<file path="config.mk">
export PLATFORM = sky130hd
export DESIGN_NAME = rv_regfile
export DESIGN_NICKNAME = d
export VERILOG_FILES = /design/src/source/rv_regfile.sv
export VERILOG_INCLUDE_DIRS = /design/src /design/src/source
export SDC_FILE = /design/constraint.sdc
export NUM_CORES = 2
export LEC_CHECK = 0
export BUFFER_PORTS_ARGS = -buffer_cell sky130_fd_sc_hd__buf_2
export CAP_MARGIN = 10
export CORE_UTILIZATION = 53
export CTS_BUF_LIST = sky130_fd_sc_hd__clkbuf_4
export CTS_CLUSTER_DIAMETER = 100
export DETAILED_ROUTE_END_ITERATION = 8
export PLACE_DENSITY = 0.69
export SETUP_SLACK_MARGIN = 0.2
export SYNTH_ARGS = -nofsm -noshare
export SYNTH_HDL_FRONTEND = slang
export SYNTH_SLANG_ARGS = --single-unit
export TNS_END_PERCENT = 1
</file>
<file path="constraint.sdc">
create_clock -name clk -period 2.2 [get_ports clk]
set_input_delay 0.22 -clock clk [delete_from_list [all_inputs] [get_ports clk]]
set_output_delay 0.22 -clock clk [all_outputs]
set_load 0.005 [all_outputs]
</file>
<file path="src/source/rv_consts.svh">
`ifndef RV_CONSTS_SVH
`define RV_CONSTS_SVH

// Datapath width
`define RV_XLEN 32

// Memory depths in words, and their word address widths
`define RV_IMEM_WORDS 256
`define RV_DMEM_WORDS 256
`define RV_IMEM_AW 8
`define RV_DMEM_AW 8

// First fetch address after reset or while idle
`define RV_RESET_PC 32'h0000_0000

`endif

</file>
<file path="src/source/rv_regfile.sv">
`include "rv_consts.svh"

module rv_regfile (
    input  logic                clk,
    input  logic                arst_n,
    input  logic [4:0]          raddr1,
    input  logic [4:0]          raddr2,
    output logic [`RV_XLEN-1:0] rdata1,
    output logic [`RV_XLEN-1:0] rdata2,
    input  logic                we,
    input  logic [4:0]          waddr,
    input  logic [`RV_XLEN-1:0] wdata
);
    logic [`RV_XLEN-1:0] regs [1:31];    // x0 has no storage

    always_ff @(posedge clk or negedge arst_n) begin
        if (!arst_n) begin
            for (int i = 1; i < 32; i++) begin
                regs[i] <= '0;
            end
        end else if (we && waddr != 5'd0) begin
            regs[waddr] <= wdata;
        end
    end

    assign rdata1 = (raddr1 == 5'd0) ? '0 : regs[raddr1];
    assign rdata2 = (raddr2 == 5'd0) ? '0 : regs[raddr2];

endmodule

</file>
======== Yosys cells after proc, flatten, opt, wreduce, memory -nomap -nowiden ========
Cells that the tools add are included.
storage, ports and cells
  bits in registers ....................... 992
  bits in latches ......................... 0
  memory bits (writable) .................. 0
  memory bits (read-only) ................. 0
  input bits .............................. 50
  output and inout port bits .............. 64
  logic and storage cells ................. 54
  memories ................................ 0
cells by class
  add/sub/neg operators ................... 0
  multipliers ............................. 0
  divide/modulo/power cells ............... 0
  magnitude comparators ................... 4
  equality and inequality tests ........... 0
  shift operators ......................... 0
  multiplexer cells ....................... 11
  bitwise logic cells ..................... 3
  reductions and logical operators ........ 5
operators with widths
  cell                number
  $bwmux 992          1
  $bmux 32 s5         2
  $mux 32             7
  $demux 32 s5        1
  $ge 6x6->1 const B  3
  $not 5->6           3
  $logic_not 5->1     2
  $lt 6x1->1 const B  1
  $reduce_bool 5->1   1
  $logic_and 1x1->1   2

======== Longest topological paths before layout ========
  word-level depth ........................ 6
  gate-level depth with buffers ........... 8
  mapped depth without buffers ............ 4

======== Worst setup path after synthesis ========
OpenSTA, ideal clock, no wires.
  kind .................................... input to output
  start ................................... input raddr1[0]
  end ..................................... output rdata1[0]
  arrival time ............................ 1.665 ns
  data required time ...................... 1.980 ns
  setup slack ............................. 0.315 ns
  stages .................................. 7
  buffers on the path ..................... 3
  cell sequence ........................... buf_6 > buf_4 > buf_2 > mux2_2 > a221o_1 > o211ai_1 > o211ai_1
between the ends
  longest elaborated chain between the ends .. 5
  elaborated cells between the ends (all ways) .. 6
  classes of those cells .................. mux (4); bitwise (1); reduce/logical (1)
RTL lines
  element                                     line              RTL
  start, declared                             rv_regfile.sv:6   input logic [4:0] raddr1,
  $not 5->6 (implied by the code)             rv_regfile.sv:26  assign rdata1 = (raddr1 == 5'd0) ? '0 : regs[raddr1];
  $bmux 32 s5                                 rv_regfile.sv:26
  $mux 32 (implied by the code) (2 in a row)  rv_regfile.sv:26
  $mux 32 *                                   rv_regfile.sv:26
  end, declared                               rv_regfile.sv:8   output logic [`RV_XLEN-1:0] rdata1,
Mark *: on every way between the ends. The rest lies on a longest branch, timed or not. The select of a mux whose other input is x is not followed.

======== Worst setup path in the final report ========
  start ................................... register regs[222] in the netlist's numbering
  end ..................................... output rdata1[30]
between the ends
  longest elaborated chain between the ends .. 4
RTL lines
  element                                     line              RTL
  start, declared                             rv_regfile.sv:14  logic [`RV_XLEN-1:0] regs [1:31];
  start signal, assigned by index             rv_regfile.sv:22  regs[waddr] <= wdata;
  $bmux 32 s5                                 rv_regfile.sv:26
  $mux 32 (implied by the code) (2 in a row)  rv_regfile.sv:26
  $mux 32                                     rv_regfile.sv:26
No other way between the ends. The select of a mux whose other input is x is not followed.

==> impl_metrics.yaml <==
status:
  violations: "setup timing"
  result_of_the_run: "finished with violations"
cts:
  cts_num_sinks: 992
  ctsRootBufferMaster: "sky130_fd_sc_hd__clkbuf_4"
  clock_pin_slew_of_the_registers_on_the_worst_case_setup_and_hold_paths_ns: 0.07
  clock_tree.htree_level_count: 5
  cts_max_path_buffers: 4
  tritoncts: "yes"
  clock_latency_on_the_worst_skew_pair_ns: 1.23
  tritoncts.num_buffers: 288
routing:
  routed_via_density: 6.87
  route.vias.total: 37500
  drt-wirelength-per-cell_um: 31.9
  antenna_violating_nets_post_route: 0
  dr.pass1.iters: 6
  drt_iter0_markers: 3754
  drc: 0
  routed_wirelength_mm: 174
sta:
  final_max_slew_viol_count: 0
  layout_setup_ws_ns: -0.922
  post-route-min-period_ns: 3.12
  final.setup.tns_ns: -46.77
  finalHoldViolCount: 0
  final.setup_skew_ns: 0
  timing.fmax_mhz: 320
  post-route-period-util_pct: 142
  worst_pin_slew_ns: 1.10
  timing.slew.headroom_pct: 26.4
  timing.final.setup_violations: 64
  rsz0062_at_grt: "true"
  hold_ws_ns: 0.190
pwr:
  ir_worst_vdd_mv: 0.390
  portion_of_total_power_attributed_to_combinational_logic_pct: 22.3
  cellPowerDensity_mw_per_mm2: 862
  cell_internal_pwr_mw: 38.1
  power_mw: 53.6
  p_seq_share_pct: 46.0
  clockPowerShare_pct: 31.8
  total_switching_power_mw: 15.5
  sw_share_pct: 29.0
  leakagePower_nw: 27.8
synth:
  number_of_enable_type_register_cells_in_the_synthesized_netlist: 0
  sequential_element_share_of_the_synthesized_area_pct: 46.4
  synth_compound_area_share_pct: 4.51
  synth_top_family_by_area: "multiplexers"
  syn-instance-count: 3612
  synth_nets: 3662
  synthesis.area_mm2: 0.0535
  synth_seq_cells: 992
  top_cell_type_by_total_area_after_synthesis: "sky130_fd_sc_hd__dfrtp_1"
  syn_area_per_cell_um2: 14.8
  ys_top_cells_by_area: "sky130_fd_sc_hd__dfrtp_1 (46%), sky130_fd_sc_hd__mux2_2 (22%), sky130_fd_sc_hd__mux4_2 (16%)"
  synth_cell_type_count: 46
  synth_xor_area_share_pct: 0
  yosysTopAreaCellShare_pct: 46.4
  yosys_warnings: 0
  synth_top_flop_cell: "sky130_fd_sc_hd__dfrtp_1"
  yosys.area_share.simple_pct: 2.05
  ys_async_sr_fraction_pct: 100
  synth.mux.area_fraction_pct: 43.4
  synthAdderAreaFrac_pct: 0
cells_and_area:
  syn_to_final_growth_pct: 16.3
  design_area_mm2: 0.0622
  post_route_cells_drive_above_1_share_pct: 57.3
  largest_register_ffs: 992
  fill_cell_total_of_the_finished_layout: 7418
  registers_with_the_most_flip_flops: "regs (992)"
  final_cells: 5455
  most_common_library_cell_in_the_layout_ignoring_fill_and_taps: "sky130_fd_sc_hd__mux2_2"
  largest_register: "regs"
  commonest_cells_after_routing_fill_and_taps_aside: "sky130_fd_sc_hd__mux2_2 (1,050), sky130_fd_sc_hd__dfrtp_1 (992), sky130_fd_sc_hd__clkbuf_4 (417)"
  final_core_utilization_pct: 62.2
  num-nets-final: 4021
floorplanning:
  fp.coreArea_mm2: 0.100
  chipWidth_um: 320
  number_of_cell_rows: 116
  start_util_pct: 53.5
  die_h_um: 320
  io-pin-count: 114
  die_area_mm2: 0.102
run:
  max_cap_viol_count: 0
min_path:
  hold_path_class: "in -> reg"
setup_path:
  worstPathArrival_ns: 2.90
  end_kind: "output port"
  timing.critical_path.required_ns: 1.98
  crit_type: "reg -> out"
  critical_path.startpoint_type: "register"
  max_fanout_on_critical_path: 2
global_route:
  grt_start_max_net_pins: 132
  number_of_global_route_vias_before_repair: 39600
  antenna_found_initial: 6
  grtUsageTotal_pct: 34.4
  first_pass_grt_wire_length_mm: 259
  grt_overflow_total: 0
place:
  dp_cells: 4917
  place.gp.congestion: 0.879
  dp_hpwl_mm: 106
  detailedPlace.worstSlack_ns: -0.0882
  port_buffer_count: 113
  dpl-instance-area_mm2: 0.0578
## per-layer routing
layer / track usage, % / part of all wire [%] / wire length [um]
met5: 0 / 0.0075 / 13
met4: 16.3 / 4.6 / 7960
met3: 8.47 / 9.3 / 16200
met2: 52.8 / 46 / 80600
met1: 46.2 / 40 / 69100
## path summary, 6_finish.rpt
kind / end / slack (ns) / depth (start not counted) / start
worst max-delay path: rdata1[30] / -0.92 / 5 / regs[222]$_DFFE_PN0P_
worst min-delay path: regs[221]$_DFFE_PN0P_ / 0.19 / 3 / wdata[29]
worst max register to register: regs[190]$_DFFE_PN0P_ / 0.77 / 3 / regs[190]$_DFFE_PN0P_
worst min register to register: regs[815]$_DFFE_PN0P_ / 0.53 / 1 / regs[815]$_DFFE_PN0P_
max in group asynchronous: regs[786]$_DFFE_PN0P_ / 0.42 / 5 / arst_n
min in group asynchronous: regs[224]$_DFFE_PN0P_ / 0.90 / 4 / arst_n
## cells by family (layout without fill, tap and decap cells)
family          Yosys count  in the layout
mux                    1713           1713
simple gates            203            203
buf+inv                 401            942
flops                   992            992
other cells               0              4
compound gates          303            303
## final cells by class
cell class | instances | area [um2] | share of cell area, %
Multi-Input combinational cell | 2219 | 27200 | 43.8
Sequential cell | 992 | 24800 | 39.9
Timing Repair Buffer | 461 | 5040 | 8.11
Clock buffer | 417 | 3130 | 5.03
Tap cell | 1298 | 1620 | 2.61
Clock inverter | 55 | 323 | 0.519
Inverter | 9 | 33.8 | 0.0543
Antenna cell | 4 | 10.0 | 0.0161
## worst max-delay path, cell delays in order, from the launching register on
cell and delay, ns:
sky130_fd_sc_hd__dfrtp_1 0.40, sky130_fd_sc_hd__mux4_2 0.48, sky130_fd_sc_hd__mux2i_1 0.16, sky130_fd_sc_hd__o22a_1 0.22, sky130_fd_sc_hd__o211ai_1 0.23, sky130_fd_sc_hd__buf_2 0.20
## synthesized netlist by cell type, types with 17 or more instances
library cell and number:
sky130_fd_sc_hd__a22oi_1 102, sky130_fd_sc_hd__o211ai_1 32, sky130_fd_sc_hd__buf_4 38, sky130_fd_sc_hd__a221o_1 17
sky130_fd_sc_hd__mux2_2 1050, sky130_fd_sc_hd__mux2i_1 267, sky130_fd_sc_hd__dfrtp_1 992, sky130_fd_sc_hd__o22ai_1 18
sky130_fd_sc_hd__nor2b_1 44, sky130_fd_sc_hd__and3_1 29, sky130_fd_sc_hd__mux4_2 377, sky130_fd_sc_hd__buf_2 162
sky130_fd_sc_hd__o31a_1 28, sky130_fd_sc_hd__nand2_1 21, sky130_fd_sc_hd__nor3_1 32, sky130_fd_sc_hd__mux2_1 19
sky130_fd_sc_hd__clkbuf_1 161, sky130_fd_sc_hd__nor2_1 33, sky130_fd_sc_hd__a221oi_1 43
## power by group through the flow
stage	clock network, mW	registers [mW]	logic [mW]
2_1_floorplan	0	23.8	8.53
3_3_place_gp	0	24.4	11.1
3_5_place_dp	0	24.8	11.5
4_1_cts	17.4	24.5	11.8
5_1_grt	18.4	25.0	12.7
6_report	17.1	24.7	11.9
## timing repair
action                                  in CTS  in global routing
gates cloned                                 0                  0
endpoints found under the setup margin      64                 73
resized for setup                           42                 36
pin swaps                                   30                 12
setup buffers                                7                  2
endpoints found under the hold margin     1984                  0
hold buffers                                53                  0
No activity file was read; power rests on OpenSTA's default activity.
